===== src/hdl/mips_isa_pkg.sv =====
package mips_isa_pkg;

	typedef logic [31:0] word_t;
	typedef logic [4:0]  reg_addr_t;
	typedef logic [2:0]  alu_sel_t;
	typedef logic [7:0]  alu_op_t;
	typedef logic [4:0]  exc_code_t;

	localparam int DMEM_WORDS = 64;
	localparam int DMEM_AW    = $clog2(DMEM_WORDS);
	typedef logic [DMEM_AW-1:0] dmem_addr_t;

	localparam alu_sel_t SEL_NOP       = 3'b000;	// Bubbles carry this class
	localparam alu_sel_t SEL_LOGIC     = 3'b001;
	localparam alu_sel_t SEL_SHIFT     = 3'b010;
	localparam alu_sel_t SEL_MOVE      = 3'b011;
	localparam alu_sel_t SEL_ARITH     = 3'b100;
	localparam alu_sel_t SEL_MUL       = 3'b101;
	localparam alu_sel_t SEL_LOADSTORE = 3'b111;

	localparam alu_op_t OP_SLL   = 8'b0000_0000;	// SPECIAL funct codes
	localparam alu_op_t OP_SRL   = 8'b0000_0010;
	localparam alu_op_t OP_SRA   = 8'b0000_0011;
	localparam alu_op_t OP_MFHI  = 8'b0001_0000;
	localparam alu_op_t OP_MTHI  = 8'b0001_0001;
	localparam alu_op_t OP_MFLO  = 8'b0001_0010;
	localparam alu_op_t OP_MTLO  = 8'b0001_0011;
	localparam alu_op_t OP_MULT  = 8'b0001_1000;
	localparam alu_op_t OP_MULTU = 8'b0001_1001;
	localparam alu_op_t OP_ADD   = 8'b0010_0000;
	localparam alu_op_t OP_ADDU  = 8'b0010_0001;
	localparam alu_op_t OP_SUB   = 8'b0010_0010;
	localparam alu_op_t OP_SUBU  = 8'b0010_0011;
	localparam alu_op_t OP_AND   = 8'b0010_0100;
	localparam alu_op_t OP_OR    = 8'b0010_0101;
	localparam alu_op_t OP_XOR   = 8'b0010_0110;
	localparam alu_op_t OP_NOR   = 8'b0010_0111;
	localparam alu_op_t OP_SLT   = 8'b0010_1010;
	localparam alu_op_t OP_SLTU  = 8'b0010_1011;
	localparam alu_op_t OP_LUI   = 8'b0000_1111;	// Opcode of lui
	localparam alu_op_t OP_LB    = 8'b1110_0000;	// Loads and stores use the opcode with the top bits set
	localparam alu_op_t OP_LW    = 8'b1110_0011;
	localparam alu_op_t OP_LBU   = 8'b1110_0100;
	localparam alu_op_t OP_SB    = 8'b1110_1000;
	localparam alu_op_t OP_SW    = 8'b1110_1011;

	localparam exc_code_t EXC_NONE = 5'd0;
	localparam exc_code_t EXC_ADEL = 5'd4;	// Address error on load
	localparam exc_code_t EXC_ADES = 5'd5;	// Address error on store

endpackage


===== src/hdl/pipe_pkg.sv =====
package pipe_pkg;

	typedef logic [5:0] stall_t;

	// Stall vector positions, 0 is fetch and 1 is decode
	localparam int STALL_EX  = 3;
	localparam int STALL_MEM = 4;	// Holds EX/MEM
	localparam int STALL_WB  = 5;

	typedef struct packed {
		mips_isa_pkg::alu_sel_t  alu_sel;
		mips_isa_pkg::alu_op_t   alu_op;
		mips_isa_pkg::word_t     reg1;
		mips_isa_pkg::word_t     reg2;
		mips_isa_pkg::word_t     imm;
		mips_isa_pkg::reg_addr_t waddr;
		logic                    we;
		mips_isa_pkg::word_t     inst_addr;
	} id_ex_t;

	typedef struct packed {
		logic                    we;
		mips_isa_pkg::reg_addr_t waddr;
		mips_isa_pkg::word_t     wdata;
		logic                    whilo;
		mips_isa_pkg::word_t     hi;
		mips_isa_pkg::word_t     lo;
		mips_isa_pkg::alu_sel_t  alu_sel;
		mips_isa_pkg::alu_op_t   alu_op;
		mips_isa_pkg::word_t     ram_addr;
		mips_isa_pkg::word_t     reg2;	// Store data
		mips_isa_pkg::exc_code_t exc;
		mips_isa_pkg::word_t     inst_addr;
	} ex_mem_t;

	typedef struct packed {
		logic                    we;
		mips_isa_pkg::reg_addr_t waddr;
		mips_isa_pkg::word_t     wdata;
		logic                    whilo;
		mips_isa_pkg::word_t     hi;
		mips_isa_pkg::word_t     lo;
	} mem_wb_t;

	typedef struct packed {
		logic                    valid;
		mips_isa_pkg::exc_code_t code;
		mips_isa_pkg::word_t     epc;
	} exc_report_t;

endpackage


===== src/hdl/mem_wb.sv =====
`timescale 1ns/100ps

module mem_wb (
	input  logic                  clk,
	input  logic                  reset_n,
	input  pipe_pkg::stall_t      stall,
	input  logic                  flush,
	input  pipe_pkg::mem_wb_t     mem_out,
	input  pipe_pkg::exc_report_t exc_raw,
	output pipe_pkg::mem_wb_t     wb,
	output pipe_pkg::exc_report_t exc,
	output mips_isa_pkg::word_t   hi,
	output mips_isa_pkg::word_t   lo
);

	always_ff @(posedge clk or negedge reset_n) begin
		if (!reset_n) begin
			wb  <= '0;
			exc <= '0;
		end else if (flush) begin
			wb  <= '0;	// The faulting instruction retires as its report only
			exc <= exc_raw;
		end else if (!stall[pipe_pkg::STALL_WB]) begin
			if (stall[pipe_pkg::STALL_MEM]) begin
				wb  <= '0;
				exc <= '0;
			end else begin
				wb  <= mem_out;
				exc <= exc_raw;
			end
		end
	end

	// Architectural pair commits one cycle after writeback
	always_ff @(posedge clk or negedge reset_n) begin
		if (!reset_n) begin
			hi <= '0;
			lo <= '0;
		end else if (wb.whilo) begin
			hi <= wb.hi;
			lo <= wb.lo;
		end
	end

endmodule


===== config.mk =====
export PLATFORM = sky130hd
export DESIGN_NAME = mem_wb
export DESIGN_NICKNAME = d
export VERILOG_FILES = /design/src/hdl/mips_isa_pkg.sv /design/src/hdl/pipe_pkg.sv /design/src/hdl/mem_wb.sv
export SDC_FILE = /design/constraint.sdc
export NUM_CORES = 1
export LEC_CHECK = 0
export BUFFER_PORTS_ARGS = -buffer_cell sky130_fd_sc_hd__clkbuf_2
export CORE_MARGIN = 4
export CORE_UTILIZATION = 30
export CTS_CLUSTER_SIZE = 30
export DETAILED_ROUTE_END_ITERATION = 10
export MAX_ROUTING_LAYER = met4
export PLACE_DENSITY = 0.65
export SKIP_CTS_REPAIR_TIMING = 1
export SLEW_MARGIN = 20
export SYNTH_ARGS = -nofsm -noshare
export SYNTH_HDL_FRONTEND = slang
export SYNTH_SLANG_ARGS = --single-unit

===== constraint.sdc =====
create_clock -name clk -period 2.1 [get_ports clk]
set_input_delay 0.21 -clock clk [delete_from_list [all_inputs] [get_ports clk]]
set_output_delay 0.21 -clock clk [all_outputs]
set_load 0.01 [all_outputs]

---- Yosys cells after proc, flatten, opt, wreduce, memory -nomap -nowiden ----
Index checks and enable logic that the tools add are counted.
cells by class
  equality and inequality tests ........... 1
  mux-type cells .......................... 6
operators with widths
  cell                count
  $mux 103            3
  $mux 38             3
  $ne 2x1->1 const B  1
word-level totals
  bits of input ports ..................... 150
  register bits ........................... 205
  word-level logic and storage cells ...... 18
  output and inout bits ................... 205

---- Depth between registers and ports, before layout ----
  depth after elaboration ................. 3
  gate-level depth with buffers ........... 6
  depth with buffers taken out ............ 2

---- Worst setup path before layout ----
No wires, ideal clock.
  path kind ............................... register to register
  start ................................... register wb[64] in the netlist's numbering
  end ..................................... register hi[0]
  stages on the path, launching flop included .. 4
  data arrival time ....................... 1,143 ps
  path buffers ............................ 2
  period minus slack after synthesis ...... 1,268 ps
  slack ................................... 832 ps
  library setup time ...................... 125 ps
  data required time ...................... 1,975 ps
  path through ............................ dfrtp_1 -> buf_2 -> buf_2 -> mux2_2
RTL lines
  what                    line          RTL
  from (decl)             mem_wb.sv:10  output pipe_pkg::mem_wb_t wb,
  from (signal assigned)  mem_wb.sv:28  wb <= mem_out;
  to (signal assigned)    mem_wb.sv:40  hi <= wb.hi;
  to (decl)               mem_wb.sv:12  output mips_isa_pkg::word_t hi,
No word-level cell between the ends.

---- Final worst setup path ----
  start ................................... register wb[64] in the netlist's numbering
  end ..................................... output port wb[64] in the netlist's numbering
No word-level cell between the ends.

==> run summary <==
Post-synthesis sequential area ratio: 0.617
CP max stage delay: 0.69 ns
Leak: 5.90 nW
Number of CTS-inserted buffers: 23
Crit path buffers/inverters: 1
# rows: 60
PortBufs: 350
Synth cell types: 13
Reg2Reg Depth: 2
DIE WIDTH: 174 um
Layout cells sized above 1: 0.446
Mapped Area: 0.00831 mm^2
Detailed placement HPWL: 16.8 mm
Synth Register Bits: 205
Cell depth of the worst setup path: 1
Post-DRT Antenna Nets: 0
Most common cell in the synthesized netlist: dfrtp_1
Clk Latency, worst-skew pair: 0.50 ns
Final setup TNS: 0 ns
Async SR Flop Fraction: 1.00
GRT Util Overall: 0.157
Final setup fails: 0
Initial DRT Pass Iterations: 6
Die H: 174 um
Status: finished clean
Syn avg cell area: 12.2 um^2
Nets: 1,200
Grt ovf: 0
CP arrival: 1.40 ns
DR WL/cell: 17.0 um
Vias in the first global route: 6,835
CTS tree: yes
1st-iter DRT viols: 330
Layout area overhead: 39.6%
RSZ-0062 raised after global routing: no
GPL Wtd Cong: 0.770
Max-Slew Margin vs Limit: 0.462
Clk buf depth: 3
Die area: 0.0304 mm^2
Largest cells by area after synthesis: dfrtp_1, or3b_1, mux2_2
Max Clock Freq: 0.622 GHz
Worst Path Max Fanout: 25
Vias/cell: 4.69
Clk pin slew, worst setup/hold paths: 0.06 ns
Final Cycle Share: 0.765
Worst-margin pin slew: 0.807 ns
Pwr Density: 812 mW/mm^2
Final wirelength: 24.4 mm
Top cell family by delay on the critical path: flip-flops
Final hold violations: 0
Placeable Area: 0.0271 mm^2
Prevailing post-synth register cell: dfrtp_1
Crit Path Category: reg -> out
Startpoint types: flop
Number of synthesized flops with an enable pin: 0
VDD IR max: 0.468 mV
Final Skew: 0.00648 ns
Pin count of the biggest net entering global routing: 106
Initial Utilization: 0.307
CP endpoint kind: output pin
Post-route minimum period: 1.61 ns
Min-Delay Path Depth: 3
Critical-path top delay cell: dfrtp_4
Post-synth top cells: dfrtp_1, a21oi_1, nand2_1
TritonCTS Sinks: 205
Syn Nets: 829
Final worst slack: 0.493 ns
DP Worst Slack: 0.579 ns
Clk root buf: clkbuf_16
Global-route wire length before repair: 38.3 mm
Max-Cap Viols: 0
Vias: 6,736
Hold Crit Class: in -> reg
Synth area leader: dfrtp_1
Max Transition Viols Final: 0
Htree depth: 1
Sequence of cells on the critical path: clkbuf_2
# DRC: 0
Ys Warns: 0
Crit path required time: 1.89 ns
Ports: 355
Post-synth top area share: 0.617
Number of antenna violations at the first check in global routing: 1
Cells after Synth: 679
[power breakdown]
group / switching, mW / total [mW] / internal [mW]
clock network: 1.55 / 3.88 / 2.34
registers: 0.153 / 4.35 / 4.20
logic: 0.616 / 1.19 / 0.570
[sequential cells by signal, summed over array words and instances, names as in the netlist]
signal  flops
lo         32
exc        38
wb        103
hi         32
[per-stage QoR]
step / power, mW / cells / util / hold slack [ns] / instance area (um^2)
floorplan: 4.94 / 679 / - / -0.0856 / 8310
global placement: 5.55 / 1358 / 0.387 / 0.245 / 10500
detailed placement: 5.57 / 1358 / 0.387 / 0.244 / 10500
CTS: 9.51 / 1397 / 0.414 / -0.289 / 11200
global route: 9.90 / 1437 / 0.428 / 0.00122 / 11600
finish: 9.42 / 1437 / 0.428 / 0.0235 / 11600
[metal layers]
layer / up-vias / GRT usage / share of wire
li1: 3136 / - / -
met3: 49 / 0.0426 / 0.073
met5: - / - / 0
met1: 3296 / 0.189 / 0.39
met4: 0 / 0.0455 / 0.026
met2: 255 / 0.261 / 0.51
[layout by cell type (no fill, tap or decap)]
cell	count
clkbuf_1	5
a21oi_1	103
nor2b_2	1
dfrtp_1	204
clkinv_2	3
diode_2	1
clkinvlp_4	1
buf_4	11
o21bai_2	1
buf_6	1
bufinv_16	1
dlygate4sd3_1	39
nand2_1	103
clkbuf_2	346
clkbuf_16	23
or3b_2	6
clkbuf_8	7
buf_2	1
a22o_1	38
mux2_2	64
dfrtp_4	1
buf_12	8
or3b_1	97
[cell families (layout without fill, tap and decap cells)]
family | count (synthesis) | after routing | share of synthesized area
and+or+nand+nor | 207 | 207 | 0.156
DFF | 205 | 205 | 0.617
AOI/OAI and AO/OA | 142 | 142 | 0.103
muxes | 64 | 64 | 0.0867
buffers and inverters | 61 | 446 | 0.0375
other | 0 | 1 | 0
[path summary, 6_finish.rpt]
check | from | to | slack [ns]
setup / recovery | wb[64] | wb[64] | 0.49
hold / removal | mem_out[47] | wb[47] | 0.02
hold reg to reg | exc[10] | exc[10] | 0.50
max in group asynchronous | reset_n | lo[25] | 1.14
min in group asynchronous | reset_n | lo[3] | 0.26
setup reg to reg | wb[64] | hi[10] | 0.67
[final cells by class]
type                    count  area, um^2
fillers                  2607       15500
flip-flops and latches    205        5130
multi-input cells         413        2880
repair buffers            407        2390
clock buffers              34         677
well taps                 372         465
clock inverters             5        52.6
diodes                      1        2.50
Note: power is estimated with default switching activity, not from simulation.
