### config.mk
export PLATFORM = sky130hd
export DESIGN_NAME = mem_stage
export DESIGN_NICKNAME = d
export VERILOG_FILES = /design/src/hdl/mips_isa_pkg.sv /design/src/hdl/pipe_pkg.sv /design/src/hdl/mem_stage.sv
export SDC_FILE = /design/constraint.sdc
export NUM_CORES = 2
export LEC_CHECK = 0
export BUFFER_PORTS_ARGS = -buffer_cell sky130_fd_sc_hd__buf_2
export CAP_MARGIN = 0
export CORE_MARGIN = 1
export CORE_UTILIZATION = 40
export CTS_CLUSTER_DIAMETER = 60
export DETAILED_ROUTE_END_ITERATION = 10
export SLEW_MARGIN = 10
export SYNTH_ARGS = -nofsm -noshare
export SYNTH_HDL_FRONTEND = slang
export SYNTH_SLANG_ARGS = --single-unit
### constraint.sdc
create_clock -name clk -period 6.1 [get_ports clk]
set_input_delay 1.83 -clock clk [delete_from_list [all_inputs] [get_ports clk]]
set_output_delay 1.83 -clock clk [all_outputs]
set_load 0.05 [all_outputs]
### src/hdl/mips_isa_pkg.sv
package mips_isa_pkg;

	typedef logic [31:0] word_t;
	typedef logic [4:0]  reg_addr_t;
	typedef logic [2:0]  alu_sel_t;
	typedef logic [7:0]  alu_op_t;
	typedef logic [4:0]  exc_code_t;

	localparam int DMEM_WORDS = 64;
	localparam int DMEM_AW    = $clog2(DMEM_WORDS);
	typedef logic [DMEM_AW-1:0] dmem_addr_t;

	localparam alu_sel_t SEL_NOP       = 3'b000;	// Bubbles carry this class
	localparam alu_sel_t SEL_LOGIC     = 3'b001;
	localparam alu_sel_t SEL_SHIFT     = 3'b010;
	localparam alu_sel_t SEL_MOVE      = 3'b011;
	localparam alu_sel_t SEL_ARITH     = 3'b100;
	localparam alu_sel_t SEL_MUL       = 3'b101;
	localparam alu_sel_t SEL_LOADSTORE = 3'b111;

	localparam alu_op_t OP_SLL   = 8'b0000_0000;	// SPECIAL funct codes
	localparam alu_op_t OP_SRL   = 8'b0000_0010;
	localparam alu_op_t OP_SRA   = 8'b0000_0011;
	localparam alu_op_t OP_MFHI  = 8'b0001_0000;
	localparam alu_op_t OP_MTHI  = 8'b0001_0001;
	localparam alu_op_t OP_MFLO  = 8'b0001_0010;
	localparam alu_op_t OP_MTLO  = 8'b0001_0011;
	localparam alu_op_t OP_MULT  = 8'b0001_1000;
	localparam alu_op_t OP_MULTU = 8'b0001_1001;
	localparam alu_op_t OP_ADD   = 8'b0010_0000;
	localparam alu_op_t OP_ADDU  = 8'b0010_0001;
	localparam alu_op_t OP_SUB   = 8'b0010_0010;
	localparam alu_op_t OP_SUBU  = 8'b0010_0011;
	localparam alu_op_t OP_AND   = 8'b0010_0100;
	localparam alu_op_t OP_OR    = 8'b0010_0101;
	localparam alu_op_t OP_XOR   = 8'b0010_0110;
	localparam alu_op_t OP_NOR   = 8'b0010_0111;
	localparam alu_op_t OP_SLT   = 8'b0010_1010;
	localparam alu_op_t OP_SLTU  = 8'b0010_1011;
	localparam alu_op_t OP_LUI   = 8'b0000_1111;	// Opcode of lui
	localparam alu_op_t OP_LB    = 8'b1110_0000;	// Loads and stores use the opcode with the top bits set
	localparam alu_op_t OP_LW    = 8'b1110_0011;
	localparam alu_op_t OP_LBU   = 8'b1110_0100;
	localparam alu_op_t OP_SB    = 8'b1110_1000;
	localparam alu_op_t OP_SW    = 8'b1110_1011;

	localparam exc_code_t EXC_NONE = 5'd0;
	localparam exc_code_t EXC_ADEL = 5'd4;	// Address error on load
	localparam exc_code_t EXC_ADES = 5'd5;	// Address error on store

endpackage

### src/hdl/pipe_pkg.sv
package pipe_pkg;

	typedef logic [5:0] stall_t;

	// Stall vector positions, 0 is fetch and 1 is decode
	localparam int STALL_EX  = 3;
	localparam int STALL_MEM = 4;	// Holds EX/MEM
	localparam int STALL_WB  = 5;

	typedef struct packed {
		mips_isa_pkg::alu_sel_t  alu_sel;
		mips_isa_pkg::alu_op_t   alu_op;
		mips_isa_pkg::word_t     reg1;
		mips_isa_pkg::word_t     reg2;
		mips_isa_pkg::word_t     imm;
		mips_isa_pkg::reg_addr_t waddr;
		logic                    we;
		mips_isa_pkg::word_t     inst_addr;
	} id_ex_t;

	typedef struct packed {
		logic                    we;
		mips_isa_pkg::reg_addr_t waddr;
		mips_isa_pkg::word_t     wdata;
		logic                    whilo;
		mips_isa_pkg::word_t     hi;
		mips_isa_pkg::word_t     lo;
		mips_isa_pkg::alu_sel_t  alu_sel;
		mips_isa_pkg::alu_op_t   alu_op;
		mips_isa_pkg::word_t     ram_addr;
		mips_isa_pkg::word_t     reg2;	// Store data
		mips_isa_pkg::exc_code_t exc;
		mips_isa_pkg::word_t     inst_addr;
	} ex_mem_t;

	typedef struct packed {
		logic                    we;
		mips_isa_pkg::reg_addr_t waddr;
		mips_isa_pkg::word_t     wdata;
		logic                    whilo;
		mips_isa_pkg::word_t     hi;
		mips_isa_pkg::word_t     lo;
	} mem_wb_t;

	typedef struct packed {
		logic                    valid;
		mips_isa_pkg::exc_code_t code;
		mips_isa_pkg::word_t     epc;
	} exc_report_t;

endpackage

### src/hdl/mem_stage.sv
`timescale 1ns/100ps

module mem_stage (
	input  logic                  clk,
	input  logic                  reset_n,
	input  pipe_pkg::ex_mem_t     mem_in,
	output pipe_pkg::mem_wb_t     mem_out,
	output pipe_pkg::exc_report_t exc_raw
);

	mips_isa_pkg::word_t      dmem [mips_isa_pkg::DMEM_WORDS];
	mips_isa_pkg::dmem_addr_t word_idx;
	logic [1:0]               lane;
	logic                     fault;
	logic                     is_load;
	logic                     is_store;
	logic [3:0]               byte_en;
	mips_isa_pkg::word_t      store_data;
	mips_isa_pkg::word_t      rdata;
	mips_isa_pkg::word_t      load_data;
	logic [7:0]               load_byte;

	assign word_idx = mem_in.ram_addr[mips_isa_pkg::DMEM_AW+1:2];
	assign lane     = mem_in.ram_addr[1:0];
	assign fault    = (mem_in.exc != mips_isa_pkg::EXC_NONE);
	assign is_store = (mem_in.alu_sel == mips_isa_pkg::SEL_LOADSTORE) &&
		(mem_in.alu_op == mips_isa_pkg::OP_SB || mem_in.alu_op == mips_isa_pkg::OP_SW);
	assign is_load  = (mem_in.alu_sel == mips_isa_pkg::SEL_LOADSTORE) && !is_store;

	// Big-endian lanes, byte 0 of a word sits in bits 31:24
	always_comb begin
		byte_en    = 4'b0000;
		store_data = mem_in.reg2;
		if (is_store) begin
			if (mem_in.alu_op == mips_isa_pkg::OP_SB) begin
				byte_en    = 4'b1000 >> lane;
				store_data = {4{mem_in.reg2[7:0]}};
			end else begin
				byte_en = 4'b1111;
			end
		end
	end

	always_ff @(posedge clk) begin
		if (reset_n && !fault) begin	// A faulting store leaves memory alone
			for (int i = 0; i < 4; i++) begin
				if (byte_en[i])
					dmem[word_idx][8*i +: 8] <= store_data[8*i +: 8];
			end
		end
	end

	assign rdata     = dmem[word_idx];
	assign load_byte = rdata[(3 - lane) * 8 +: 8];

	always_comb begin
		case (mem_in.alu_op)
			mips_isa_pkg::OP_LB:  load_data = {{24{load_byte[7]}}, load_byte};
			mips_isa_pkg::OP_LBU: load_data = {24'd0, load_byte};
			mips_isa_pkg::OP_LW:  load_data = rdata;
			default:              load_data = '0;
		endcase
	end

	always_comb begin
		mem_out.we    = mem_in.we & ~fault;
		mem_out.waddr = mem_in.waddr;
		mem_out.wdata = is_load ? load_data : mem_in.wdata;
		mem_out.whilo = mem_in.whilo & ~fault;
		mem_out.hi    = mem_in.hi;
		mem_out.lo    = mem_in.lo;
		exc_raw.valid = fault;
		exc_raw.code  = mem_in.exc;
		exc_raw.epc   = mem_in.inst_addr;	// Address of the faulting access itself
	end

endmodule

# --- Word level (Yosys, flattened, before mapping) ---
# Memory sizes are Yosys's and may differ from the RTL's.
# Cells that the tools add are included.
word_totals:
  reg_bits: 0
  latchBits: 0
  ram_bits: 2048
  romBits: 0
  wordCells: 38
  mem_count: 1
memory_table:
  columns: ["memory", "words", "word_bits", "rd", "rd_clocked_by_memory_dff", "wr", "line", "rtl"]
  rows:
  - ["dmem", 64, 32, 1, 0, 1, "mem_stage.sv:11", "mips_isa_pkg::word_t dmem [mips_isa_pkg::DMEM_WORDS];"]
op_classes:
  add_sub_neg: 1
  n_mul: 0
  n_div: 0
  magnitude_cmp: 0
  n_eq_ne: 6
  shifts: 2
  mux: 18
  bitwise: 3
  n_reduce_logical: 7
op_table:
  columns: ["op", "n"]
  rows:
  - ["2-to-1 mux 32 bit", 3]
  - ["case mux 32 bit (3 select lines)", 1]
  - ["== test 8 bit, second input constant", 5]
  - ["variable part select 32 x 33 -> 8 bit", 1]
  - ["2-to-1 mux 1 bit", 12]
  - ["2-to-1 mux 4 bit", 2]
  - ["nonzero test 5 bit", 1]
  - [">> shifter 4 x 2 -> 4 bit, first input constant", 1]
  - ["== test 3 bit, second input constant", 1]
  - ["logical AND 1 bit", 3]
  - ["subtractor 2 x 2 -> 3 bit, first input constant", 1]
  - ["AND 1 bit", 2]
  - ["logical NOT 1 bit", 2]
  - ["logical OR 1 bit", 1]
  - ["inverter 1 bit", 1]

# --- Logic depth before layout (Yosys ltp) ---
depth:
  word_depth: 7
  depth_mapped: 15

# --- Worst setup path after synthesis ---
# OpenSTA, ideal clock, no wires.
synth_path:
  path_type: "input -> output"
  startpoint: "input mem_in[71] in the netlist's numbering"
  endpoint: "output mem_out[67] in the netlist's numbering"
  arrival_ps: 4818
  slack_ps: -548
  cell_stages: 13
  cell_sequence: "buf_6 -> buf_6 -> buf_4 -> nor3b_1 -> buf_2 -> buf_2 -> buf_2 -> a22oi_1 -> a311oi_1 -> o21ai_0 -> nand4_1 -> nor2_1 -> o31ai_1"
synth_lines:
  columns: ["element", "line", "rtl"]
  rows:
  - ["start: declaration", "mem_stage.sv:6", "input pipe_pkg::ex_mem_t mem_in,"]
  - ["end: declaration", "mem_stage.sv:7", "output pipe_pkg::mem_wb_t mem_out,"]

==> metrics <==
Hold Buf Count CTS 0; DR vias/cell around 6.3; worst path cell trace buf_16 > buf_6 > and2_4 > buf_12 > buf_12 > buf_4 > a221o_1 > a222oi_1 > buf_4 > o22ai_2 > nor2_1 > a31oi_1 > a221oi_2 > buf_4 > o31ai_4 > buf_12; hold crit path type in2reg; CP top delay family buffers and inverters; Area contributors post-synth edfxtp_1 76%, a221oi_1 3.3%, mux2i_1 3.0%; TritonCTS Sinks 2048; max-slew headroom at the worst pin 0.0590; post-synth top area cell edfxtp_1; TritonCTS Buffers 201; failing checks DRC, setup timing; Placed Instances around 8000; f_max 150 MHz; unrepaired setup endpoints after global routing yes; Mapped Area 0.0807 sq mm; GRT Total Usage 0.290; TritonCTS clock tree done; I/O pin count 358; Worst Path Max Fanout 8; area grow syn2layout 22.5%; die area 0.204 sq mm; largest net degree at the start of global routing 65; Post-synth EDFFs 2048; Top reg by flops dmem; Avg Cell Area, Syn roughly 17 sq um; max-slew violation count 0; Max Root-Sink Buffers 3; first-pass GRT wire length 408000 um; Congestion Overflow GR 0; syn nets 5032; CP arrival 4830 ps; crit path launch mem_in[73]; Cell Rows 164; drc violations 165; ANT nets after route 0; share of post-route cells with drive strength above 1 0.287; Final Cycle Share 1.09; Seq/Total Area, Yosys 0.762; Post-synth ARST share 0; maximum VDD drop 0.000257 V; Mapped Cells 4815; power per cell area ~300 mW/mm^2; drt total wl 302000 um; max-cap violation count 0; Final Hold Viols 0; Yosys cell types between 70 and 80; CP Buf/Inv Count 8; Req. time, crit path 4270 ps; Final Wtd Congestion 0.979; Die Width roughly 450 um; Min Clock Period, post-route 6660 ps; core area 0.200 sq mm; Buffers on Ports approximately 130; initial DRC count 8475; Avg WL per Cell approximately 36 um; max FFs per register 2048; pre-CTS WS -1050 ps; Vert. Die Dim roughly 450 um; #FFs+latches synth 2048; Worst-path clk slew 60 ps; Setup WS post-layout -555 ps; # setup viols final 32; vias in the first global route 49168; initial antenna violation count 21; CP max stage cell a222oi_1; crit end category primary output; Root Driver clkbuf_16; Synth top area share 0.762; via count about 52000; critical path type in2out; hold_sp mem_in[43]; Leak 32.7 nW; fillers 16410; CP startpoint kind primary input; post-DP HPWL 202000 um; Worst Tran Pin Value 1410 ps; slowest stage delay, CP 350 ps; Main synth FF type edfxtp_1; Synth warnings 0; non-filler cells, final approximately 8400; drt first pass iters 11; status complete, but fails checks; CTS H-Tree Depth 4; Initial Utilization 0.403; Largest regs dmem (2048); fin nets approximately 5700
-- power breakdown --
group | switching [mW] | internal [mW] | leakage, nW | total (mW)
Clock | 5.44 | 6.72 | 3.10 | 12.2
Combinational | 1.57 | 0.943 | 11.2 | 2.51
Sequential | 0.00000216 | 15.5 | 18.4 | 15.5
-- layout make-up --
| type | instances | area [sq um] | area share |
|---|---|---|---|
| Timing Repair Buffer | 963 | 9490 | 0.0960 |
| Multi-Input combinational cell | 2279 | 18100 | 0.183 |
| Clock inverter | 120 | 1140 | 0.0115 |
| Tap cell | 2656 | 3320 | 0.0336 |
| Inverter | 30 | 120 | 0.00121 |
| Antenna cell | 9 | 22.5 | 0.000228 |
| Clock buffer | 245 | 5240 | 0.0530 |
| Sequential cell | 2048 | 61500 | 0.622 |
-- cells by family after synthesis --
group,synth area share
DFF,0.762
AOI/OAI and AO/OA,0.102
and+or+nand+nor,0.0418
buffers and inverters,0.0337
muxes,0.0607
xor gates and xnor gates,0.000109
-- per-stage QoR --
| step | hold slack (ps) | TNS, ps | instance area, sq um | util | total power [mW] |
|---|---|---|---|---|---|
| global placement | 2230 | -26950 | 89700 | 0.448 | 17.9 |
| detailed placement | 2230 | -27930 | 89700 | 0.448 | 18.0 |
| floorplan | 1930 | -53.7 | 80900 | - | 16.9 |
| global route | 1350 | -14840 | 98900 | 0.494 | 30.7 |
| finish | 1360 | -14420 | 98900 | 0.494 | 30.1 |
| CTS | 1320 | -11110 | 98400 | 0.492 | 30.1 |
-- timing repair --
item,in CTS,in global routing
pin swaps,54,38
resized for setup,311,82
setup endpoints to repair,32,32
buffers inserted,70,6
cloned,12,1
-- path summary, 6_finish.rpt --
path                     to  slack, ps  cells past startpoint
max             mem_out[67]       -560                     16
min   dmem[23][6]$_DFFE_PP_       1360                      1
-- synthesized netlist by cell type, types with 11 or more instances --
master and count:
nand4_1 24, edfxtp_1 2048, mux2_2 92, buf_1 36
a221o_1 50, buf_6 26, o211ai_1 12, o21ai_0 122
a22oi_1 226, clkbuf_1 130, a222oi_1 11, nand2_1 194
nand2b_1 14, a22o_1 42, a31oi_1 38, nor2_1 420
buf_2 129, mux2_1 12, nand3_1 18, a221oi_1 304
buf_4 135, o2bb2ai_1 16, o221ai_1 17, o22ai_1 95
mux4_2 57, a21oi_1 99, mux2i_1 241, and2_1 14
inv_1 29
-- metal layers --
metal / wire, um / vias to the layer above / track usage
met3: 38500 / 856 / 0.0848
met4: 22200 / 28 / 0.182
met5: 342 / - / 0.00592
met1: 108000 / 26677 / 0.371
met2: 133000 / 3783 / 0.433
li1: - / 20870 / -
-- placed cells by master (no fill, tap or decap), drive strengths merged, types with 9 or more instances in the layout --
master and count:
a21oi 99, a221o 50, a221oi 304, a222oi 11, a22o 42, a22oi 226, a31oi 38, and2 15
buf 957, bufinv 14, clkbuf 247, clkinv 95, diode 9, edfxtp 2048, inv 37, mux2 106
mux2i 241, mux4 57, nand2 194, nand2b 14, nand3 18, nand3b 9, nand4 24, nor2 422
nor3 9, o211ai 12, o21ai 127, o221ai 17, o22ai 95, o2bb2ai 16, or3 9
(Power assumes the default switching activity.)
