File: config.mk
export PLATFORM = sky130hd
export DESIGN_NAME = ex_mem
export DESIGN_NICKNAME = d
export VERILOG_FILES = /design/src/hdl/mips_isa_pkg.sv /design/src/hdl/pipe_pkg.sv /design/src/hdl/ex_mem.sv
export SDC_FILE = /design/constraint.sdc
export NUM_CORES = 1
export LEC_CHECK = 0
export ABC_AREA = 1
export BUFFER_PORTS_ARGS = -buffer_cell sky130_fd_sc_hd__clkbuf_2
export CORE_AREA = 3 3 171 173
export CTS_BUF_LIST = sky130_fd_sc_hd__clkbuf_4 sky130_fd_sc_hd__clkbuf_8
export DETAILED_ROUTE_END_ITERATION = 12
export DIE_AREA = 0 0 174 176
export SLEW_MARGIN = 20
export SYNTH_ARGS = -nofsm -noshare
export SYNTH_HDL_FRONTEND = slang
export SYNTH_SLANG_ARGS = --single-unit
File: constraint.sdc
create_clock -name clk -period 0.8 [get_ports clk]
set_input_delay 0.16 -clock clk [delete_from_list [all_inputs] [get_ports clk]]
set_output_delay 0.16 -clock clk [all_outputs]
set_load 0.05 [all_outputs]
File: src/hdl/mips_isa_pkg.sv
package mips_isa_pkg;

	typedef logic [31:0] word_t;
	typedef logic [4:0]  reg_addr_t;
	typedef logic [2:0]  alu_sel_t;
	typedef logic [7:0]  alu_op_t;
	typedef logic [4:0]  exc_code_t;

	localparam int DMEM_WORDS = 64;
	localparam int DMEM_AW    = $clog2(DMEM_WORDS);
	typedef logic [DMEM_AW-1:0] dmem_addr_t;

	localparam alu_sel_t SEL_NOP       = 3'b000;	// Bubbles carry this class
	localparam alu_sel_t SEL_LOGIC     = 3'b001;
	localparam alu_sel_t SEL_SHIFT     = 3'b010;
	localparam alu_sel_t SEL_MOVE      = 3'b011;
	localparam alu_sel_t SEL_ARITH     = 3'b100;
	localparam alu_sel_t SEL_MUL       = 3'b101;
	localparam alu_sel_t SEL_LOADSTORE = 3'b111;

	localparam alu_op_t OP_SLL   = 8'b0000_0000;	// SPECIAL funct codes
	localparam alu_op_t OP_SRL   = 8'b0000_0010;
	localparam alu_op_t OP_SRA   = 8'b0000_0011;
	localparam alu_op_t OP_MFHI  = 8'b0001_0000;
	localparam alu_op_t OP_MTHI  = 8'b0001_0001;
	localparam alu_op_t OP_MFLO  = 8'b0001_0010;
	localparam alu_op_t OP_MTLO  = 8'b0001_0011;
	localparam alu_op_t OP_MULT  = 8'b0001_1000;
	localparam alu_op_t OP_MULTU = 8'b0001_1001;
	localparam alu_op_t OP_ADD   = 8'b0010_0000;
	localparam alu_op_t OP_ADDU  = 8'b0010_0001;
	localparam alu_op_t OP_SUB   = 8'b0010_0010;
	localparam alu_op_t OP_SUBU  = 8'b0010_0011;
	localparam alu_op_t OP_AND   = 8'b0010_0100;
	localparam alu_op_t OP_OR    = 8'b0010_0101;
	localparam alu_op_t OP_XOR   = 8'b0010_0110;
	localparam alu_op_t OP_NOR   = 8'b0010_0111;
	localparam alu_op_t OP_SLT   = 8'b0010_1010;
	localparam alu_op_t OP_SLTU  = 8'b0010_1011;
	localparam alu_op_t OP_LUI   = 8'b0000_1111;	// Opcode of lui
	localparam alu_op_t OP_LB    = 8'b1110_0000;	// Loads and stores use the opcode with the top bits set
	localparam alu_op_t OP_LW    = 8'b1110_0011;
	localparam alu_op_t OP_LBU   = 8'b1110_0100;
	localparam alu_op_t OP_SB    = 8'b1110_1000;
	localparam alu_op_t OP_SW    = 8'b1110_1011;

	localparam exc_code_t EXC_NONE = 5'd0;
	localparam exc_code_t EXC_ADEL = 5'd4;	// Address error on load
	localparam exc_code_t EXC_ADES = 5'd5;	// Address error on store

endpackage

File: src/hdl/pipe_pkg.sv
package pipe_pkg;

	typedef logic [5:0] stall_t;

	// Stall vector positions, 0 is fetch and 1 is decode
	localparam int STALL_EX  = 3;
	localparam int STALL_MEM = 4;	// Holds EX/MEM
	localparam int STALL_WB  = 5;

	typedef struct packed {
		mips_isa_pkg::alu_sel_t  alu_sel;
		mips_isa_pkg::alu_op_t   alu_op;
		mips_isa_pkg::word_t     reg1;
		mips_isa_pkg::word_t     reg2;
		mips_isa_pkg::word_t     imm;
		mips_isa_pkg::reg_addr_t waddr;
		logic                    we;
		mips_isa_pkg::word_t     inst_addr;
	} id_ex_t;

	typedef struct packed {
		logic                    we;
		mips_isa_pkg::reg_addr_t waddr;
		mips_isa_pkg::word_t     wdata;
		logic                    whilo;
		mips_isa_pkg::word_t     hi;
		mips_isa_pkg::word_t     lo;
		mips_isa_pkg::alu_sel_t  alu_sel;
		mips_isa_pkg::alu_op_t   alu_op;
		mips_isa_pkg::word_t     ram_addr;
		mips_isa_pkg::word_t     reg2;	// Store data
		mips_isa_pkg::exc_code_t exc;
		mips_isa_pkg::word_t     inst_addr;
	} ex_mem_t;

	typedef struct packed {
		logic                    we;
		mips_isa_pkg::reg_addr_t waddr;
		mips_isa_pkg::word_t     wdata;
		logic                    whilo;
		mips_isa_pkg::word_t     hi;
		mips_isa_pkg::word_t     lo;
	} mem_wb_t;

	typedef struct packed {
		logic                    valid;
		mips_isa_pkg::exc_code_t code;
		mips_isa_pkg::word_t     epc;
	} exc_report_t;

endpackage

File: src/hdl/ex_mem.sv
`timescale 1ns/100ps

module ex_mem (
	input  logic              clk,
	input  logic              reset_n,
	input  pipe_pkg::stall_t  stall,
	input  logic              flush,
	input  pipe_pkg::ex_mem_t ex_out,
	output pipe_pkg::ex_mem_t mem_in
);

	pipe_pkg::ex_mem_t bubble;

	// Payload rides along, only the fields that cause side effects are killed
	always_comb begin
		bubble         = ex_out;
		bubble.we      = 1'b0;
		bubble.whilo   = 1'b0;
		bubble.exc     = mips_isa_pkg::EXC_NONE;
		bubble.alu_sel = mips_isa_pkg::SEL_NOP;
	end

	always_ff @(posedge clk or negedge reset_n) begin
		if (!reset_n) begin
			mem_in <= '0;
		end else if (flush) begin
			mem_in <= '0;	// Younger than the faulting access
		end else if (!stall[pipe_pkg::STALL_MEM]) begin
			if (stall[pipe_pkg::STALL_EX]) begin
				mem_in <= bubble;	// Execute is busy, memory moves on
			end else begin
				mem_in <= ex_out;
			end
		end
	end

endmodule

* Yosys cells after proc, flatten, opt, wreduce, memory -nomap -nowiden
Cells that the tools add are included.
** Word-level totals
- Output and inout port bits :: 215
- Memories :: 0
- Bits in read-only memories :: 0
- Memory bits (writable) :: 0
- Register bits :: 215
- Bits in latches :: 0
- Bits of input ports :: 224
** Operators by class
- Magnitude comparators :: 0
- Shift-type cells :: 0
- Add/subtract/negate cells :: 0
- Divide/modulo/power cells :: 0
- Reductions and logical operators :: 0
- Muxes and demuxes :: 3
- Bitwise operators :: 0
- Equality and inequality tests :: 1
- $mul :: 0
** Operators by type and width (number)
- 215-bit 2-to-1 mux :: 3
- 2-bit by 1-bit != test with 1-bit output, second input constant :: 1

* Logic depth before layout (Yosys ltp)
Gate-level depths: netlist of run 1.
- Depth in word-level cells :: 3
- Gate-level depth with buffers :: 6
- Depth with buffers taken out :: 4

* Least setup slack after synthesis of run 1
OpenSTA, ideal clock, no wires.
- Path type :: input -> register
- Start point :: input port stall[4]
- End point :: register mem_in[159] in the netlist's numbering
- Slack :: -0.095 ns
- Stages :: 5
- Path buffers :: 3
- Arrival :: 0.829 ns
- Path through :: buf_4 buf_2 buf_2 nand3_1 nand2_1
** Between the ends
- Longest elaborated chain between the ends :: 1
** RTL lines
- start, declared :: line ex_mem.sv:6 : input pipe_pkg::stall_t stall,
- 2-bit by 1-bit != test with 1-bit output (no source line)
- end signal, assigned :: line ex_mem.sv:30 : mem_in <= bubble;
- end signal, assigned :: line ex_mem.sv:32 : mem_in <= ex_out;
- end, declared :: line ex_mem.sv:9 : output pipe_pkg::ex_mem_t mem_in
Every way passes these cells.
A chain may end at the register's enable or synchronous reset.

* Worst setup path after layout of run 1
- Start point :: register mem_in[115] in the netlist's numbering
- End point :: output port mem_in[115] in the netlist's numbering
No word-level cell between the ends.

==> results of run 1 <==
per-stage QoR:
step                worst slack (ns)  hold slack, ns  cell area (sq um)  util [%]  TNS (ns)
finish                        -0.500          0.0842              17600      63.2    -96.34
global route                  -0.542          0.0760              17600      63.2   -108.14
CTS                           -0.532          0.0425              16900      60.9   -105.81
detailed placement            -0.264           0.180              11900      42.9    -47.52
global placement              -0.227           0.184              11900      42.9    -40.27
floorplan                    -0.0690          -0.136               8900         -     -8.32
cells by family (layout without fill, tap and decap cells):
group                  count (synthesis)  after routing  synth area share (%)
and+or+nand+nor                      656            656                  31.9
DFF                                  215            215                  62.4
buffers and inverters                 82            843                  5.66
worst paths after layout:
| path | from | endpoint | slack (ns) | depth (start not counted) |
|---|---|---|---|---|
| setup reg to reg | mem_in[88] | mem_in[88] | -0.13 | 4 |
| setup / recovery | mem_in[115] | mem_in[115] | -0.50 | 1 |
| hold reg to reg | mem_in[170] | mem_in[170] | 0.54 | 2 |
| max in group asynchronous | reset_n | mem_in[68] | 0.16 | 4 |
| min in group asynchronous | reset_n | mem_in[1] | 0.24 | 3 |
| hold / removal | stall[3] | mem_in[34] | 0.08 | 4 |
what timing repair did:
| item | in CTS | in global routing |
|---|---|---|
| endpoints found under the hold margin | 430 | 0 |
| pin swaps | 0 | 20 |
| hold buffers | 216 | 0 |
| resized for setup | 410 | 246 |
| buffers inserted | 28 | 32 |
| setup endpoints to repair | 215 | 227 |
metal layers:
metal | vias up | share of wire [%] | track usage (%)
li1 | 4505 | - | -
met1 | 4849 | 35 | 25.8
met2 | 552 | 52 | 40.3
met3 | 152 | 6.9 | 5.94
met4 | 0 | 6.3 | 13.5
met5 | - | 0 | 0
power groups by stage:
stage | combinational, mW | sequential [mW] | clock (mW)
after detailed placement | 5.36 | 12.1 | 0
after global placement | 5.32 | 12.1 | 0
after floorplan | 1.11 | 14.2 | 0
after CTS | 7.23 | 12.0 | 11.1
final | 7.86 | 12.2 | 10.9
after global routing | 8.22 | 12.2 | 11.7
layout make-up:
| type | count | area [sq um] |
|---|---|---|
| fillers | 1957 | 10200 |
| repair buffers | 761 | 7790 |
| flip-flops and latches | 215 | 5550 |
| multi-input cells | 656 | 2890 |
| clock buffers | 68 | 805 |
| well taps | 378 | 473 |
| inverters | 11 | 46.3 |
| clock inverters | 3 | 15.0 |
cell usage after synthesis:
cell type,n,area (sq um)
sky130_fd_sc_hd__nand2_1,430,1610
sky130_fd_sc_hd__dfrtp_1,215,5380
sky130_fd_sc_hd__nand3_1,215,1080
sky130_fd_sc_hd__buf_2,27,135
sky130_fd_sc_hd__clkbuf_1,17,63.8
sky130_fd_sc_hd__buf_6,13,146
sky130_fd_sc_hd__buf_4,12,90.1
sky130_fd_sc_hd__inv_1,10,37.5
sky130_fd_sc_hd__nor2_1,10,37.5
sky130_fd_sc_hd__buf_1,1,3.75
sky130_fd_sc_hd__clkbuf_4,1,7.51
sky130_fd_sc_hd__inv_2,1,3.75
sky130_fd_sc_hd__nor2_8,1,20.0
cells in the final DEF (no fill, tap or decap), drive strengths merged:
| cell | Yosys | routed |
|---|---|---|
| buf | 53 | 325 |
| clkbuf | 18 | 288 |
| clkinv | 0 | 3 |
| dfrtp | 215 | 215 |
| dlygate4sd3 | 0 | 216 |
| inv | 11 | 11 |
| nand2 | 430 | 430 |
| nand3 | 215 | 215 |
| nor2 | 11 | 11 |
==> impl_results.rst, run 1 <==
.. list-table::
   :header-rows: 1

   * - Metric
     - Value
   * - Width of the chip
     - 174 um
   * - Syn nets
     - 1177
   * - Post-Place Cells
     - 1749
   * - Total Nets Final
     - 1908
   * - Violations in the final reports
     - setup timing
   * - Initial antenna violation count
     - 0
   * - Top flop regs
     - mem_in (215)
   * - Master of the slowest instance on the critical path
     - sky130_fd_sc_hd__dfrtp_2
   * - Post-DP HPWL
     - 21.1 mm
   * - DRC
     - 0
   * - Total power divided by cell area
     - 1760 mW/mm^2
   * - Seq pwr share
     - 39.4%
   * - Switching pwr
     - 9.52 mW
   * - Total internal power
     - 21.4 mW
   * - Required time of the critical path
     - 0.64 ns
   * - Detailed Routing Iterations Pass 1
     - 5
   * - Sequential-to-total area share from yosys stat
     - between 60% and 70%
   * - HP Class
     - input pin to flip-flop
   * - Gpl congestion
     - 0.844
   * - Vias in the first global route
     - 10800
   * - Global-route wire length before repair
     - 57.5 mm
   * - Die area
     - 0.0306 sq mm
   * - Gate Count Post-Synth
     - 953
   * - Register bit total from synthesis
     - around 220
   * - Share of total power in combinational logic
     - 25.4%
   * - Top fanout value on the critical path
     - 2
   * - CP Data Arrival Time
     - 1.14 ns
   * - Post-Syn Area per Cell
     - between 9 and 10 sq um
   * - Setup crit end kind
     - output pin
   * - Die Span Y
     - approximately 180 um
   * - Post-route non-filler standard cell count
     - 2092
   * - Number of endpoints with negative hold slack in the final report
     - 0
   * - Clock sink total
     - 215
   * - Share of post-route cells with drive strength above 1
     - 45.6%
   * - Number of buffer cells added on primary ports
     - 434
   * - Worst Clk Skew
     - 0 ns
   * - Remaining number of nets flagged by the antenna check after routing
     - 0
   * - Maximum vdd drop
     - 1.57 mV
   * - Total routing resource utilization after global routing
     - 23.2%
   * - Register with the most flip-flops
     - mem_in
   * - Number of CTS-inserted buffers
     - 39
   * - Number of distinct library cells after synthesis
     - 13
   * - Synth Warn #
     - 0
   * - Vias per cell
     - 4.81
   * - Clock Tree Root
     - sky130_fd_sc_hd__clkbuf_8
   * - Clk network pwr share
     - 35.2%
   * - Placeable Area
     - 0.0278 sq mm
   * - Clock slew at the register clock pins of the worst setup and hold paths
     - roughly 0.07 ns
   * - Buffer and inverter count on the worst path
     - 1
   * - # rows
     - 61
   * - Vias
     - 10100
   * - Layout area overhead
     - 104%
   * - Outcome
     - complete, but fails checks
   * - Per-cell routed wire length
     - 18.5 um
   * - Startpoint class of the critical path
     - flip-flop
   * - Number of DRC markers after the initial detailed-route iteration
     - 605
   * - Total length of routed wires
     - 38.8 mm
   * - CTS tree
     - yes
   * - Worst path top cell family by delay
     - flip-flops
   * - Number of flip-flops in the largest register
     - 215
   * - Initial standard-cell utilization of the core
     - 31.0%
   * - Final Power
     - slightly above 30 mW
   * - Final worst path period need
     - 1.30 ns
   * - Ports
     - 439
   * - Max Clk Rate
     - approximately 0.77 GHz
   * - Cell leakage power
     - about 9.1 nW
   * - Post-route clock period utilization
     - 162%
   * - Minimum setup slack in the final design
     - -0.500 ns
   * - Switch share
     - 30.8%
   * - RSZ-0062 raised after global routing
     - yes
   * - Pin count of the biggest net entering global routing
     - 55
   * - Max Transition Viols Final
     - 0
   * - Depth of the CTS H-tree
     - 2
   * - Worst-Skew Late Latency
     - 0.51 ns
   * - Chain of cells forming the critical path
     - buf_8
   * - Diodes inserted
     - 0
   * - CTS max path bufs
     - 3
   * - Worst-Margin Slew
     - 0.295 ns
   * - Headroom to the max-slew limit
     - 80.3%
   * - Congestion Overflow GR
     - 0
   * - Max Cap Viol
     - 0
   * - Post-Syn Area
     - ~0.0086 sq mm
   * - Worst setup path class
     - flip-flop to output pin
   * - Delay of the slowest critical-path stage
     - 0.45 ns
   * - Count of endpoints failing setup in the final report
     - approximately 230
(Power assumes the default switching activity.)
==> inputs of run 2 (changes only) <==
ABC_AREA = 0   (was 1)
CORE_AREA = 3 3 172 174   (was 3 3 171 173)
DIE_AREA = 0 0 175 177   (was 0 0 174 176)
==> run 2 against run 1 <==
The run still ends with setup timing left. Global-route usage decreased by 1.7 points. Sequential share of layout area is 0.65 points higher. Area after synthesis up 1.0%. Routed wire length fell by 7.1%. Utilization down 0.49 points. Register-to-register slack lost 0.06 ns. Count of clock-buffer cells in the layout decreased by 9. Hold slack got worse by 0.030 ns. Critical endpoint is now mem_in[109].
==> impl_results.rst, run 2 <==
.. list-table::
   :header-rows: 1

   * - Metric
     - Value
   * - Outcome
     - complete, but fails checks
   * - Violations in the final reports
     - setup timing
   * - Ports
     - 439 (unchanged)
   * - Pin count of the biggest net entering global routing
     - 86 (+56%)
   * - RSZ-0062 raised after global routing
     - yes
   * - Minimum setup slack in the final design
     - -0.507 ns (-0.00737 ns)
   * - Post-DP HPWL
     - 20.3 mm (-3.7%)
   * - DRC
     - 0 (unchanged)
   * - CP Data Arrival Time
     - 1.15 ns (about the same)
   * - Clock sink total
     - 215 (unchanged)
   * - HP Class
     - input pin to flip-flop
   * - Post-placement worst setup slack
     - -0.533 ns (-0.269 ns)
   * - Cells on Worst Hold Path
     - 4 (unchanged)
   * - Register bit total from synthesis
     - 215 (unchanged)
   * - Width of the chip
     - 175 um (+0.57%)
   * - Post-Place Cells
     - 1499 (-14%)
   * - Number of endpoints with negative hold slack in the final report
     - 0 (unchanged)
   * - Required time of the critical path
     - 0.64 ns (about the same)
   * - Post-route clock period utilization
     - 163% (+0.92 points)
   * - Worst-Skew Late Latency
     - 0.51 ns (about the same)
   * - Top cells by count, synth
     - sky130_fd_sc_hd__dfrtp_1 (215), sky130_fd_sc_hd__mux2i_1 (205), sky130_fd_sc_hd__nor2_1 (205)
   * - Max Transition Viols Final
     - 0 (unchanged)
   * - Gpl congestion
     - 0.784 (-7.0%)
   * - Total routing resource utilization after global routing
     - 21.5% (-1.7 points)
   * - Number of DRC markers after the initial detailed-route iteration
     - 362 (-40%)
   * - Setup crit end kind
     - output pin
   * - Cell leakage power
     - 8.53 nW (-5.9%)
   * - Master of the slowest instance on the critical path
     - sky130_fd_sc_hd__dfrtp_2
   * - Sequential-to-total area share from yosys stat
     - 61.8% (-0.64 points)
   * - # rows
     - 61 (unchanged)
   * - Top fanout value on the critical path
     - 2 (unchanged)
   * - Source of the worst register-to-register timing path
     - mem_in[32]
   * - Share of post-route cells with drive strength above 1
     - 56.1% (+10 points)
   * - Buffer and inverter count on the worst path
     - 1 (unchanged)
   * - Syn nets
     - 909 (-23%)
   * - Dominant cell by count in the synthesized netlist
     - sky130_fd_sc_hd__dfrtp_1
   * - Share of the synthesized area in the top cell type
     - 61.8% (-0.64 points)
   * - Register with the most flip-flops
     - mem_in
   * - Delay of the slowest critical-path stage
     - 0.46 ns (about the same)
   * - Worst Clk Skew
     - 0 ns (unchanged)
   * - Main flop type after synthesis
     - sky130_fd_sc_hd__dfrtp_1
   * - Remaining number of nets flagged by the antenna check after routing
     - 0 (unchanged)
   * - Startpoint class of the critical path
     - flip-flop
   * - Endpoint with the worst hold slack
     - mem_in[41]
   * - Layout area overhead
     - 101%
   * - Detailed Routing Iterations Pass 1
     - 4 (-1)
   * - Max Clk Rate
     - 0.765 GHz (-0.56%)
   * - Placeable Area
     - 0.0279 sq mm (+0.55%)
   * - Synth top area cells
     - sky130_fd_sc_hd__dfrtp_1 (62%), sky130_fd_sc_hd__mux2i_1 (24%), sky130_fd_sc_hd__nor2_1 (8.8%), sky130_fd_sc_hd__buf_8 (1.9%), sky130_fd_sc_hd__a32o_1 (1.1%)
   * - Final worst path period need
     - 1.31 ns (+0.00737 ns)
   * - Synth Warn #
     - 0 (unchanged)
   * - Clock slew at the register clock pins of the worst setup and hold paths
     - 0.07 ns (about the same)
   * - Post-synthesis cell type with the largest combined area
     - sky130_fd_sc_hd__dfrtp_1
   * - Post-Syn Area per Cell
     - 12.7 sq um (+41%)
   * - Vias in the first global route
     - 9421 (-13%)
   * - Initial antenna violation count
     - 1 (+1)
   * - Post-Syn Area
     - 0.00870 sq mm (+1.0%)
   * - Per-cell routed wire length
     - 19.8 um (+7.0%)
   * - Maximum vdd drop
     - 1.27 mV (-19%)
   * - Number of buffer cells added on primary ports
     - 434 (unchanged)
   * - Register-to-Register Path Depth
     - 3 (-1)
   * - Initial standard-cell utilization of the core
     - 31.2% (+0.15 points)
   * - Depth of the CTS H-tree
     - 2 (unchanged)
   * - Vias per cell
     - 4.61 (-4.1%)
   * - Total length of routed wires
     - 36.0 mm (-7.1%)
   * - Worst path top cell family by delay
     - flip-flops
   * - Post-synth EDFFs
     - 0 (unchanged)
   * - Total Nets Final
     - 1637 (-14%)
   * - CTS tree
     - yes
   * - Post-route non-filler standard cell count
     - 1817 (-13%)
   * - Die area
     - 0.0310 sq mm (+1.1%)
   * - Gate Count Post-Synth
     - 685 (-28%)
   * - Hold path startpoint
     - flush
   * - Headroom to the max-slew limit
     - 57.4% (-23 points)
   * - Worst-Margin Slew
     - 0.636 ns (+0.340 ns)
   * - Global-route wire length before repair
     - 52.8 mm (-8.3%)
   * - Total power divided by cell area
     - 1780 mW/mm^2 (+1.2%)
   * - Vias
     - 8375 (-17%)
   * - Clock Tree Root
     - sky130_fd_sc_hd__clkbuf_8
   * - CTS max path bufs
     - 3 (unchanged)
   * - Share of async-settable or async-resettable flops after synthesis
     - 100% (unchanged)
   * - Leading cell type in the layout, fill and taps excluded
     - sky130_fd_sc_hd__dlygate4sd3_1
   * - Count of endpoints failing setup in the final report
     - 271 (+18%)
   * - Chain of cells forming the critical path
     - buf_12
   * - R2r endpoint
     - mem_in[32]
   * - Die Span Y
     - 177 um (+0.57%)
   * - Number of flip-flops in the largest register
     - 215 (unchanged)
   * - Number of CTS-inserted buffers
     - 38 (-2.6%)
   * - Number of distinct library cells after synthesis
     - 13 (unchanged)
   * - Max Cap Viol
     - 0 (unchanged)
   * - Slack of the worst reg-to-reg path
     - -0.19 ns (-0.06 ns)
   * - Most used cells in the layout excluding fill and tap cells
     - sky130_fd_sc_hd__dlygate4sd3_1 (217), sky130_fd_sc_hd__clkbuf_2 (216), sky130_fd_sc_hd__dfrtp_2 (214)
   * - Worst setup path class
     - flip-flop to output pin
   * - Top flop regs
     - mem_in (215)
   * - Congestion Overflow GR
     - 0 (unchanged)
[run 2: layer usage]
layer / vias to the layer above / global-route usage, % / share of wire (%)
met2: 405 / 38.7 / 52
met3: 98 / 6.44 / 7.8
met5: - / 0 / 0
met1: 4120 / 23.6 / 36
li1: 3752 / - / -
met4: 0 / 9.28 / 4.3
[run 2: area by class of cell]
class | instances | area [sq um]
antenna | 1 | 2.50
clock buffer | 59 | 749
clock inverter | 6 | 62.6
fill | 1893 | 10400
inverter | 1 | 3.75
multi-input combinational | 422 | 2960
sequential | 215 | 5650
tap | 378 | 473
timing repair buffer | 735 | 7620
[run 2: cells by family (layout without fill, tap and decap cells)]
family	Yosys count	after routing	synth area share, %
AND/OR/NAND/NOR	207	207	8.98
flip-flops	215	215	61.8
AO/OA/AOI/OAI	10	10	1.15
buffers and inverters	48	801	4.48
other	0	1	0
multiplexers	205	205	23.6
[run 2: what timing repair did]
action	4_1_cts	5_1_grt
pin swaps	0	15
gates resized for setup	426	226
hold buffers	217	0
setup endpoints to repair	215	270
endpoints found under the hold margin	430	0
buffers inserted	9	28
[run 2: worst max path at each step]
stage,from,end,slack (ns),cells after the start
after global routing,mem_in[109],mem_in[109],-0.54,1
after global placement,stall[4],mem_in[34],-0.52,3
final,mem_in[109],mem_in[109],-0.51,1
after detailed placement,stall[4],mem_in[111],-0.53,3
after CTS,mem_in[205],mem_in[205],-0.54,1
after floorplan,mem_in[159],mem_in[159],-0.11,2
[run 2: where the power goes]
group	internal, mW	total [mW]	switching [mW]
logic	3.83	8.07	4.24
registers	11.6	12.3	0.658
clock network	6.27	10.9	4.62
total	21.7	31.2	9.51
[run 2: metrics by stage]
step                      hold slack [ns]  area (sq um)  utilization (%)  setup TNS, ns  power [mW]
after floorplan                    -0.136          9030                -         -15.61        15.7
after global placement             0.0241         12000             43.0         -52.73        17.7
after detailed placement           0.0210         12000             43.0         -55.41        17.7
after CTS                          0.0150         17000             60.8        -109.03        30.6
after global routing               0.0467         17500             62.7        -112.53        32.4
final                              0.0538         17500             62.7         -99.96        31.2
